$ cat src/verilog/proc_macros.svh
`ifndef PROC_MACROS_SVH
`define PROC_MACROS_SVH

// Primary opcodes, instruction bits [15:11]
`define PROC_OP_HALT   5'b00000
`define PROC_OP_NOP    5'b00001
`define PROC_OP_J      5'b00100
`define PROC_OP_ADDI   5'b01000
`define PROC_OP_BEQZ   5'b01100
`define PROC_OP_BNEZ   5'b01101
`define PROC_OP_ST     5'b10000
`define PROC_OP_LD     5'b10001

// Register-register group, operation picked by fn
`define PROC_OP_RTYPE  5'b11011

// R-format function codes, instruction bits [1:0]
`define PROC_FN_ADD    2'b00
`define PROC_FN_SUB    2'b01
`define PROC_FN_XOR    2'b10
`define PROC_FN_AND    2'b11

// Word address widths of the two 64-entry memories
`define PROC_IMEM_AW   6
`define PROC_DMEM_AW   6

`endif

$ cat src/verilog/proc_pkg.sv
package proc_pkg;

   // Register-register layout
   typedef struct packed {
      logic [4:0] op;
      logic [2:0] rs;
      logic [2:0] rt;
      logic [2:0] rd;
      logic [1:0] fn;
   } instr_fmt_r_t;

   // Immediate layout, also used by branches and J with rd ignored
   typedef struct packed {
      logic [4:0]        op;
      logic [2:0]        rs;
      logic [2:0]        rd;
      logic signed [4:0] imm;
   } instr_fmt_i_t;

   // One 16-bit instruction word, two decodings
   typedef union packed {
      instr_fmt_r_t r;
      instr_fmt_i_t i;
   } instr_u;

endpackage

$ cat src/verilog/fetch.sv
`timescale 1ns/1ps
`include "proc_macros.svh"

module fetch import proc_pkg::*; (
   input  logic                     clk_i,
   input  logic                     rst_i,
   input  logic                     load_en_i,
   input  logic [`PROC_IMEM_AW-1:0] load_addr_i,
   input  logic [15:0]              load_instr_i,
   input  logic                     stall_id_i,
   input  logic                     redirect_i,
   input  logic [15:0]              redirect_pc_i,
   input  logic                     halt_id_i,
   output logic                     id_valid_o,
   output instr_u                   id_instr_o,
   output logic [15:0]              id_pc_inc_o
);

   logic [15:0] imem [0:(1 << `PROC_IMEM_AW)-1];
   logic [15:0] pc;
   logic        halted;

   // Program load, accepted only while the core is held in reset
   always_ff @(posedge clk_i) begin
      if (rst_i && load_en_i) begin
         imem[load_addr_i] <= load_instr_i;
      end
   end

   // PC and IF/ID valid
   always_ff @(posedge clk_i) begin
      if (rst_i) begin
         pc         <= 16'd0;
         halted     <= 1'b0;
         id_valid_o <= 1'b0;
      end else if (halted || halt_id_i) begin
         // No more issue once HALT reaches decode
         halted     <= 1'b1;
         id_valid_o <= 1'b0;
      end else if (redirect_i) begin
         // Taken branch or jump, drop the word fetched behind it
         pc         <= redirect_pc_i;
         id_valid_o <= 1'b0;
      end else if (!stall_id_i) begin
         pc         <= pc + 16'd1;
         id_valid_o <= 1'b1;
      end
   end

   // IF/ID payload, held while decode stalls
   always_ff @(posedge clk_i) begin
      if (!stall_id_i) begin
         id_instr_o  <= imem[pc[`PROC_IMEM_AW-1:0]];
         id_pc_inc_o <= pc + 16'd1;
      end
   end

endmodule

$ cat src/verilog/decode.sv
`timescale 1ns/1ps
`include "proc_macros.svh"

module decode import proc_pkg::*; (
   input  logic        clk_i,
   input  logic        rst_i,
   input  logic        id_valid_i,
   input  instr_u      id_instr_i,
   input  logic [15:0] id_pc_inc_i,
   input  logic        wb_en_i,
   input  logic [2:0]  wb_reg_i,
   input  logic [15:0] wb_data_i,
   input  logic        mem_wr_en_i,
   input  logic [2:0]  mem_rd_i,
   output logic        stall_id_o,
   output logic        redirect_o,
   output logic [15:0] redirect_pc_o,
   output logic        halt_id_o,
   output logic        ex_valid_o,
   output logic [1:0]  ex_fn_o,
   output logic        ex_use_imm_o,
   output logic [15:0] ex_a_o,
   output logic [15:0] ex_b_o,
   output logic [4:0]  ex_imm_o,
   output logic [2:0]  ex_rd_o,
   output logic        ex_wr_en_o,
   output logic        ex_ld_o,
   output logic        ex_st_o,
   output logic        ex_halt_o,
   output logic        ex_illegal_o
);

   logic [15:0] regs [0:7];
   logic [4:0]  op;
   logic        is_rtype;
   logic        is_addi;
   logic        is_ld;
   logic        is_st;
   logic        is_beqz;
   logic        is_bnez;
   logic        is_j;
   logic        is_halt;
   logic        is_nop;
   logic        is_illegal;
   logic [2:0]  src_a;
   logic [2:0]  src_b;
   logic [2:0]  dst;
   logic        use_a;
   logic        use_b;
   logic        writes;
   logic        hazard_a;
   logic        hazard_b;
   logic [15:0] val_a;
   logic [15:0] val_b;
   logic        taken;
   logic        issue;

   // Opcode sits in the same bits of both views
   assign op         = id_instr_i.r.op;
   assign is_rtype   = op == `PROC_OP_RTYPE;
   assign is_addi    = op == `PROC_OP_ADDI;
   assign is_ld      = op == `PROC_OP_LD;
   assign is_st      = op == `PROC_OP_ST;
   assign is_beqz    = op == `PROC_OP_BEQZ;
   assign is_bnez    = op == `PROC_OP_BNEZ;
   assign is_j       = op == `PROC_OP_J;
   assign is_halt    = op == `PROC_OP_HALT;
   assign is_nop     = op == `PROC_OP_NOP;
   assign is_illegal = !(is_rtype || is_addi || is_ld || is_st || is_beqz ||
                         is_bnez || is_j || is_halt || is_nop);

   // Both source fields share their bits across the two views
   assign src_a = id_instr_i.r.rs;
   // ST reads its data register from these bits too
   assign src_b = id_instr_i.r.rt;

   // Destination through the view the opcode selects
   assign dst = is_rtype ? id_instr_i.r.rd : id_instr_i.i.rd;

   assign use_a  = is_rtype || is_addi || is_ld || is_st || is_beqz || is_bnez;
   assign use_b  = is_rtype || is_st;
   assign writes = is_rtype || is_addi || is_ld;

   // RAW check against the two boundaries still ahead of writeback
   assign hazard_a = use_a && ((ex_wr_en_o && ex_rd_o == src_a) ||
                               (mem_wr_en_i && mem_rd_i == src_a));
   assign hazard_b = use_b && ((ex_wr_en_o && ex_rd_o == src_b) ||
                               (mem_wr_en_i && mem_rd_i == src_b));

   assign stall_id_o = id_valid_i && (hazard_a || hazard_b);
   assign issue      = id_valid_i && !stall_id_o;
   assign halt_id_o  = id_valid_i && is_halt;

   // Register file with the value being written seen in the same cycle
   always_ff @(posedge clk_i) begin
      if (rst_i) begin
         for (int i = 0; i < 8; i++) begin
            regs[i] <= 16'd0;
         end
      end else if (wb_en_i) begin
         regs[wb_reg_i] <= wb_data_i;
      end
   end

   assign val_a = (wb_en_i && wb_reg_i == src_a) ? wb_data_i : regs[src_a];
   assign val_b = (wb_en_i && wb_reg_i == src_b) ? wb_data_i : regs[src_b];

   // Branch resolution
   assign taken = is_j || (is_beqz && val_a == 16'd0) || (is_bnez && val_a != 16'd0);
   assign redirect_o    = issue && taken;
   assign redirect_pc_o = id_pc_inc_i + {{11{id_instr_i.i.imm[4]}}, id_instr_i.i.imm};

   // ID/EX control gets a bubble on stall or empty IF/ID
   always_ff @(posedge clk_i) begin
      if (rst_i) begin
         ex_valid_o   <= 1'b0;
         ex_wr_en_o   <= 1'b0;
         ex_ld_o      <= 1'b0;
         ex_st_o      <= 1'b0;
         ex_halt_o    <= 1'b0;
         ex_illegal_o <= 1'b0;
      end else begin
         ex_valid_o   <= issue;
         ex_wr_en_o   <= issue && writes;
         ex_ld_o      <= issue && is_ld;
         ex_st_o      <= issue && is_st;
         ex_halt_o    <= issue && is_halt;
         ex_illegal_o <= issue && is_illegal;
      end
   end

   // ID/EX payload
   always_ff @(posedge clk_i) begin
      ex_fn_o      <= is_rtype ? id_instr_i.r.fn : `PROC_FN_ADD;
      ex_use_imm_o <= !is_rtype;
      ex_a_o       <= val_a;
      ex_b_o       <= val_b;
      ex_imm_o     <= id_instr_i.i.imm;
      ex_rd_o      <= dst;
   end

endmodule

$ cat src/verilog/execute.sv
`timescale 1ns/1ps
`include "proc_macros.svh"

module execute (
   input  logic        clk_i,
   input  logic        rst_i,
   input  logic        ex_valid_i,
   input  logic [1:0]  ex_fn_i,
   input  logic        ex_use_imm_i,
   input  logic [15:0] ex_a_i,
   input  logic [15:0] ex_b_i,
   input  logic [4:0]  ex_imm_i,
   input  logic [2:0]  ex_rd_i,
   input  logic        ex_wr_en_i,
   input  logic        ex_ld_i,
   input  logic        ex_st_i,
   input  logic        ex_halt_i,
   input  logic        ex_illegal_i,
   output logic        mem_valid_o,
   output logic [15:0] mem_result_o,
   output logic [15:0] mem_store_data_o,
   output logic [2:0]  mem_rd_o,
   output logic        mem_wr_en_o,
   output logic        mem_ld_o,
   output logic        mem_st_o,
   output logic        mem_halt_o,
   output logic        mem_illegal_o
);

   logic [15:0] op_b;
   logic [15:0] alu_res;

   // Second operand is a register or the sign-extended immediate
   assign op_b = ex_use_imm_i ? {{11{ex_imm_i[4]}}, ex_imm_i} : ex_b_i;

   always_comb begin
      case (ex_fn_i)
         `PROC_FN_ADD: alu_res = ex_a_i + op_b;
         `PROC_FN_SUB: alu_res = ex_a_i - op_b;
         `PROC_FN_AND: alu_res = ex_a_i & op_b;
         `PROC_FN_XOR: alu_res = ex_a_i ^ op_b;
         default:      alu_res = ex_a_i + op_b;
      endcase
   end

   // EX/MEM control
   always_ff @(posedge clk_i) begin
      if (rst_i) begin
         mem_valid_o   <= 1'b0;
         mem_wr_en_o   <= 1'b0;
         mem_ld_o      <= 1'b0;
         mem_st_o      <= 1'b0;
         mem_halt_o    <= 1'b0;
         mem_illegal_o <= 1'b0;
      end else begin
         mem_valid_o   <= ex_valid_i;
         mem_wr_en_o   <= ex_wr_en_i;
         mem_ld_o      <= ex_ld_i;
         mem_st_o      <= ex_st_i;
         mem_halt_o    <= ex_halt_i;
         mem_illegal_o <= ex_illegal_i;
      end
   end

   // EX/MEM payload with the rd value as store data
   always_ff @(posedge clk_i) begin
      mem_result_o     <= alu_res;
      mem_store_data_o <= ex_b_i;
      mem_rd_o         <= ex_rd_i;
   end

endmodule

$ cat src/verilog/memory.sv
`timescale 1ns/1ps
`include "proc_macros.svh"

module memory (
   input  logic        clk_i,
   input  logic        rst_i,
   input  logic        mem_valid_i,
   input  logic [15:0] mem_result_i,
   input  logic [15:0] mem_store_data_i,
   input  logic [2:0]  mem_rd_i,
   input  logic        mem_wr_en_i,
   input  logic        mem_ld_i,
   input  logic        mem_st_i,
   input  logic        mem_halt_i,
   input  logic        mem_illegal_i,
   output logic        wb_en_o,
   output logic [2:0]  wb_reg_o,
   output logic [15:0] wb_data_o,
   output logic        halt_o,
   output logic        err_o
);

   logic [15:0]              dmem [0:(1 << `PROC_DMEM_AW)-1];
   logic [`PROC_DMEM_AW-1:0] addr;

   // Word address from the low bits of the ALU result
   assign addr = mem_result_i[`PROC_DMEM_AW-1:0];

   always_ff @(posedge clk_i) begin
      if (mem_valid_i && mem_st_i) begin
         dmem[addr] <= mem_store_data_i;
      end
   end

   // Load read lands directly in MEM/WB
   always_ff @(posedge clk_i) begin
      wb_reg_o  <= mem_rd_i;
      wb_data_o <= mem_ld_i ? dmem[addr] : mem_result_i;
   end

   // Retirement flags, halt is sticky until reset
   always_ff @(posedge clk_i) begin
      if (rst_i) begin
         wb_en_o <= 1'b0;
         halt_o  <= 1'b0;
         err_o   <= 1'b0;
      end else begin
         wb_en_o <= mem_valid_i && mem_wr_en_i;
         halt_o  <= halt_o || (mem_valid_i && mem_halt_i);
         err_o   <= mem_valid_i && mem_illegal_i;
      end
   end

endmodule

$ cat src/verilog/proc.sv
`timescale 1ns/1ps
`include "proc_macros.svh"

module proc import proc_pkg::*; (
   input  logic                     clk_i,
   input  logic                     rst_i,
   input  logic                     load_en_i,
   input  logic [`PROC_IMEM_AW-1:0] load_addr_i,
   input  logic [15:0]              load_instr_i,
   output logic                     wb_en_o,
   output logic [2:0]               wb_reg_o,
   output logic [15:0]              wb_data_o,
   output logic                     halt_o,
   output logic                     err_o
);

   // IF/ID
   logic        id_valid;
   instr_u      id_instr;
   logic [15:0] id_pc_inc;

   // Decode feedback to fetch
   logic        stall_id;
   logic        redirect;
   logic [15:0] redirect_pc;
   logic        halt_id;

   // ID/EX
   logic        ex_valid;
   logic [1:0]  ex_fn;
   logic        ex_use_imm;
   logic [15:0] ex_a;
   logic [15:0] ex_b;
   logic [4:0]  ex_imm;
   logic [2:0]  ex_rd;
   logic        ex_wr_en;
   logic        ex_ld;
   logic        ex_st;
   logic        ex_halt;
   logic        ex_illegal;

   // EX/MEM
   logic        mem_valid;
   logic [15:0] mem_result;
   logic [15:0] mem_store_data;
   logic [2:0]  mem_rd;
   logic        mem_wr_en;
   logic        mem_ld;
   logic        mem_st;
   logic        mem_halt;
   logic        mem_illegal;

   fetch fetch_i (
      .clk_i(clk_i), .rst_i(rst_i), .load_en_i(load_en_i), .load_addr_i(load_addr_i),
      .load_instr_i(load_instr_i), .stall_id_i(stall_id), .redirect_i(redirect),
      .redirect_pc_i(redirect_pc), .halt_id_i(halt_id), .id_valid_o(id_valid),
      .id_instr_o(id_instr), .id_pc_inc_o(id_pc_inc));

   // Writeback results loop back into the register file
   decode decode_i (
      .clk_i(clk_i), .rst_i(rst_i), .id_valid_i(id_valid), .id_instr_i(id_instr),
      .id_pc_inc_i(id_pc_inc), .wb_en_i(wb_en_o), .wb_reg_i(wb_reg_o), .wb_data_i(wb_data_o),
      .mem_wr_en_i(mem_wr_en), .mem_rd_i(mem_rd), .stall_id_o(stall_id),
      .redirect_o(redirect), .redirect_pc_o(redirect_pc), .halt_id_o(halt_id),
      .ex_valid_o(ex_valid), .ex_fn_o(ex_fn), .ex_use_imm_o(ex_use_imm), .ex_a_o(ex_a),
      .ex_b_o(ex_b), .ex_imm_o(ex_imm), .ex_rd_o(ex_rd), .ex_wr_en_o(ex_wr_en),
      .ex_ld_o(ex_ld), .ex_st_o(ex_st), .ex_halt_o(ex_halt), .ex_illegal_o(ex_illegal));

   execute execute_i (
      .clk_i(clk_i), .rst_i(rst_i), .ex_valid_i(ex_valid), .ex_fn_i(ex_fn),
      .ex_use_imm_i(ex_use_imm), .ex_a_i(ex_a), .ex_b_i(ex_b), .ex_imm_i(ex_imm),
      .ex_rd_i(ex_rd), .ex_wr_en_i(ex_wr_en), .ex_ld_i(ex_ld), .ex_st_i(ex_st),
      .ex_halt_i(ex_halt), .ex_illegal_i(ex_illegal), .mem_valid_o(mem_valid),
      .mem_result_o(mem_result), .mem_store_data_o(mem_store_data), .mem_rd_o(mem_rd),
      .mem_wr_en_o(mem_wr_en), .mem_ld_o(mem_ld), .mem_st_o(mem_st),
      .mem_halt_o(mem_halt), .mem_illegal_o(mem_illegal));

   memory memory_i (
      .clk_i(clk_i), .rst_i(rst_i), .mem_valid_i(mem_valid), .mem_result_i(mem_result),
      .mem_store_data_i(mem_store_data), .mem_rd_i(mem_rd), .mem_wr_en_i(mem_wr_en),
      .mem_ld_i(mem_ld), .mem_st_i(mem_st), .mem_halt_i(mem_halt),
      .mem_illegal_i(mem_illegal), .wb_en_o(wb_en_o), .wb_reg_o(wb_reg_o),
      .wb_data_o(wb_data_o), .halt_o(halt_o), .err_o(err_o));

endmodule

$ cat config.mk
export PLATFORM = sky130hd
export DESIGN_NAME = proc
export DESIGN_NICKNAME = d
export VERILOG_FILES = /design/src/verilog/proc_pkg.sv /design/src/verilog/fetch.sv /design/src/verilog/decode.sv /design/src/verilog/execute.sv /design/src/verilog/memory.sv /design/src/verilog/proc.sv
export VERILOG_INCLUDE_DIRS = /design/src /design/src/verilog
export SDC_FILE = /design/constraint.sdc
export NUM_CORES = 2
export LEC_CHECK = 0
export ABC_AREA = 1
export BUFFER_PORTS_ARGS = -buffer_cell sky130_fd_sc_hd__buf_2
export CORE_ASPECT_RATIO = 0.5
export CORE_MARGIN = 5
export CORE_UTILIZATION = 57
export DETAILED_ROUTE_END_ITERATION = 7
export GPL_ROUTABILITY_DRIVEN = 0
export PLACE_DENSITY = 0.76
export SETUP_SLACK_MARGIN = 0.4
export SKIP_CTS_REPAIR_TIMING = 1
export SYNTH_ARGS = -nofsm -noshare
export SYNTH_HDL_FRONTEND = slang
export SYNTH_HIERARCHICAL = 1
export SYNTH_SLANG_ARGS = --single-unit
$ cat constraint.sdc
create_clock -name clk_i -period 3.25 [get_ports clk_i]
set_input_delay 0.8125 -clock clk_i [delete_from_list [all_inputs] [get_ports clk_i]]
set_output_delay 0.8125 -clock clk_i [all_outputs]
set_load 0.01 [all_outputs]
======== Yosys cells after proc, flatten, opt, wreduce, memory -nomap -nowiden ========
Memories as Yosys holds them, arrays and structs flattened. A register that Yosys moved wholly into a read port is not among the register bits.
Cells that the tools add are included.
storage, ports and cells
  register bits after elaboration ......... 146
  bits in writable memories ............... 2176
  input port bits ......................... 25
  output and inout port bits .............. 22
  logic and storage cells ................. 129
  memories kept ........................... 3
memory list
  name           words  width  read ports  clocked after memory_dff  write ports  RTL line      source
  fetch_i.imem   64     16     1           1                         1            fetch.sv:19   logic [15:0] imem [0:(1 << `PROC_IMEM_AW)-1];
  memory_i.dmem  64     16     1           1                         1            memory.sv:23  logic [15:0] dmem [0:(1 << `PROC_DMEM_AW)-1];
  decode_i.regs  8      16     2           0                         8            decode.sv:33  logic [15:0] regs [0:7];
operators by class
  $add $sub $neg .......................... 4
  equal/unequal tests ..................... 18
  multiplexer cells ....................... 20
  bitwise operators ....................... 3
  reductions and logical operators ........ 51
operators with widths
  cell                                                                    number
  16-bit two-way mux                                                      7
  16-bit case mux with 4 select lines                                     1
  16-bit adder                                                            2
  1-bit logical AND                                                       24
  3-bit equality test                                                     6
  16-bit by 1-bit adder with 16-bit output (second input constant)        1
  16-bit bitwise AND                                                      1
  16-bit zero test                                                        1
  1-bit logical OR                                                        16
  16-bit nonzero test                                                     1
  16-bit OR reduction                                                     1
  16-bit subtractor                                                       1
  16-bit XOR                                                              1
  5-bit by 4-bit equality test with 1-bit output (second input constant)  3
  5-bit equality test (second input constant)                             3
  1-bit two-way mux                                                       10
  3-bit two-way mux                                                       2
  5-bit by 1-bit equality test with 1-bit output (second input constant)  1
  5-bit by 3-bit equality test with 1-bit output (second input constant)  1
  5-bit zero test                                                         1
  2-bit equality test (second input constant)                             2
  1-bit zero test                                                         4
  3-bit OR reduction                                                      1
  2-bit by 1-bit equality test with 1-bit output (second input constant)  1
  other kinds (4)                                                         4

======== Longest topological paths before layout ========
  word-level depth ........................ 14
  gate-level depth with buffers ........... 23
  gate-level depth less buffers ........... 21

======== Hierarchy ========
Netlist, hierarchy kept.
modules (own cells, without submodules)
  module   instances  cells an instance  area an instance (um^2)  seq. area each (um^2)
  fetch    1          4182               45995.4                  32070.8
  memory   1          4320               43953.4                  31189.9
  decode   1          1184               9517.9                   4824.6
  execute  1          390                2802.7                   820.8

======== Worst setup path before layout ========
No wires, ideal clock.
  kind .................................... input-to-reg
  from .................................... in load_addr_i[2]
  to ...................................... mem fetch_i.imem[52][0] (enable)
  library setup time ...................... 0.431 ns
  arrival ................................. 2.899 ns
  required time ........................... 2.819 ns
  slack ................................... -0.080 ns
  stages .................................. 3
  path buffers ............................ 1
  cells stage by stage .................... clkbuf_1 > inv_1 > nor4_1
RTL lines
  what         RTL line     source
  from (decl)  proc.sv:8    input logic [`PROC_IMEM_AW-1:0] load_addr_i,
  to (decl)    fetch.sv:19
Straight into the memory's write port.

======== Worst setup path in the final report ========
  from .................................... reg execute_i.mem_result_o[1]
  to ...................................... mem memory_i.dmem[26][9] (enable)
RTL lines
  what                    RTL line       source
  from (decl)             execute.sv:20  output logic [15:0] mem_result_o,
  from (signal assigned)  execute.sv:67  mem_result_o <= alu_res;
  to (decl)               memory.sv:23
Straight into the memory's write port.

==> summary.md <==
| Metric | Value |
|---|---|
| Num ports | 47 |
| Syn Inst Count | about 10000 |
| Leakage | ~46 nW |
| Nets | between 10000 and 15000 |
| Rel. slew slack | around 18% |
| Syn avg cell area | 10.2 um^2 |
| Vert. Die Dim | ~310 um |
| Syn_nets | between 9000 and 10000 |
| Critical Setup Path Class | register to register |
| Total grt overflow | 0 |
| Clock latency on the worst-skew pair | between 0.8 and 0.9 ns |
| Worst vdd ir | roughly 0.6 mV |
| Initial antenna violation count | 8 |
| CP arrival | between 3 and 4 ns |
| Max-slew violations | 0 |
| Post-place setup slack | 0.200 ns |
| Max FO, Critical Path | 61 |
| Final period utilization | between 80% and 90% |
| Core Box Area | ~180000 um^2 |
| Clock Path Buffers | 4 |
| Power per Cell Area | between 800 and 900 nW/um^2 |
| Ys Warns | 6 |
| CTS root buf | clkbuf_16 |
| Initial core utilization | ~57% |
| Drt wl/cell | ~21 um |
| Hold Crit Class | register to register |
| HPWL Detailed | 153000 um |
| Crit end category | register |
| Final ANT Viol Nets | 0 |
| CTS H-Tree Depth | 4 |
| Die X | 605 um |
| Die area | between 150000 and 200000 um^2 |
| Clock slew at reported path FFs | 0.06 ns |
| Placed cell count | between 10000 and 15000 |
| PortBufs | 46 |
| Largest net degree at the start of global routing | 180 |
| Layout cell share with drive strength beyond 1 | approximately 9% |
| Post-Layout Cell Count | around 13000 |
| Reg2Reg Setup Slack | about 0.45 ns |
| First-pass GRT wire length | around 400000 um |
| Total number of vias | just over 70000 |
| Via density | 5.66 |
| RSZ-0062 raised after global routing | yes |
| Critical Path End | memory_i/dmem[26][9] |
| Reg2Reg Depth | 7 |
| Final Setup Violations | 0 |
| FF-to-FF End | memory_i/dmem[26][9] |
| DR DRC count | 0 |
| Clk sinks | around 2300 |
| Rows | between 100 and 150 |
| Worst setup slack after layout | ~0.45 ns |
| Area grow syn2layout | 10.4% |
| First-pass iteration count of the detailed router | 6 |
| Outcome | finished clean |
| Final WL | 262000 um |
| Max_cap viols | 0 |
| Final Hold Fails | 0 |
| Overall routing resource usage | roughly 28% |
| Starting DRT DRC Count | about 9500 |
| Reg2Reg Launch Point | execute_i/mem_result_o[1] |
| Worst-margin pin slew | 1.22 ns |
| Minimum clock period | 2.80 ns |
| Final setup TNS | 0 ns |
| Clock Skew | between 0.05 and 0.06 ns |
| CTS buffer count | 203 |
| Max frequency | approximately 0.36 GHz |
| Startpoint class of the critical path | register |
| Vias in the first global route | around 67000 |
| CTS tree | done |
| Hold_ws | approximately 0.35 ns |
| CP startpoint | execute_i/mem_result_o[1] |
| Post-Syn Area | a little over 100000 um^2 |
| Worst EP required | about 3.8 ns |
[flip-flops by register name (all words and copies together) (netlist names), 3 cells and up]
name and cells:
decode_i/ex_a_o 16, decode_i/ex_b_o 16, decode_i/ex_imm_o 5, decode_i/ex_rd_o 3, decode_i/regs 128, execute_i/mem_rd_o 3, execute_i/mem_result_o 16, execute_i/mem_store_data_o 16
fetch_i/id_instr_o 16, fetch_i/id_pc_inc_o 6, fetch_i/imem 1024, fetch_i/pc 6, memory_i/dmem 1024, memory_i/wb_data_o 16, memory_i/wb_reg_o 3
[layer usage]
| metal | share of wire (%) | GRT usage (%) | wire (um) |
|---|---|---|---|
| met5 | 0.0050 | 0 | 13 |
| met4 | 3.7 | 9.88 | 9780 |
| met3 | 12 | 5.25 | 30500 |
| met2 | 45 | 43.0 | 119000 |
| met1 | 39 | 39.3 | 103000 |
[how the worst min path moves through the flow]
stage	start	end	depth (start not counted)
3_3_place_gp	decode_i/ex_b_o[0]	execute_i/mem_store_data_o[0]	0
3_5_place_dp	decode_i/ex_b_o[0]	execute_i/mem_store_data_o[0]	0
5_1_grt	decode_i/ex_b_o[10]	execute_i/mem_store_data_o[10]	0
6_report	decode_i/ex_b_o[1]	execute_i/mem_store_data_o[1]	0
4_1_cts	decode_i/ex_b_o[1]	execute_i/mem_store_data_o[1]	0
2_1_floorplan	decode_i/ex_b_o[0]	execute_i/mem_store_data_o[0]	0
[through the flow]
stage               power [mW]  util, %  area (um^2)
finish                    94.3     63.1       111000
global route              98.9     63.1       111000
CTS                       93.0     62.9       111000
detailed placement        69.9     59.4       105000
global placement          69.2     59.4       105000
floorplan                 58.7        -       101000
[worst max-delay path, stage by stage (launching register included)]
cell and delay [ns]:
dfxtp_4 0.56, inv_8 0.23, nor2_2 0.48, nand2_1 0.10, inv_1 0.09, nand2_1 0.42
nor2_1 0.28, buf_4 0.30
[cells in the final DEF, fill, tap and decap left out, drive strengths merged]
master,n
inv,858
o41ai,1
xnor2,10
clkbuf,265
fa,2
or2,142
o211ai,112
a31oi,5
nand3,960
clkinv,100
bufinv,12
ha,39
xor2,18
nand2,4111
nor2,459
a211oi,1
a21o,3
buf,390
clkinvlp,3
nor3,12
a22o,4
o22ai,4
o21bai,7
a21oi,115
nand4,14
edfxtp,2198
o21ai,158
o2111ai,3
nor4,13
nand3b,1
dfxtp,120
diode,5
a221oi,2
[power by group]
group	switching [mW]	internal (mW)
Combinational	23.7	9.43
Clock	10.7	12.7
Sequential	2.19	35.6
Total	36.6	57.7
[final cells by class]
class | count | area, um^2
Sequential cell | 2318 | 68500
Fill cell | 13300 | 65000
Multi-Input combinational cell | 6196 | 26700
Clock buffer | 264 | 5400
Timing Repair Buffer | 391 | 3600
Inverter | 878 | 3360
Tap cell | 2386 | 2990
Clock inverter | 94 | 802
Antenna cell | 5 | 12.5
Timing Repair inverter | 1 | 8.76
No activity file was read; power rests on OpenSTA's default activity.
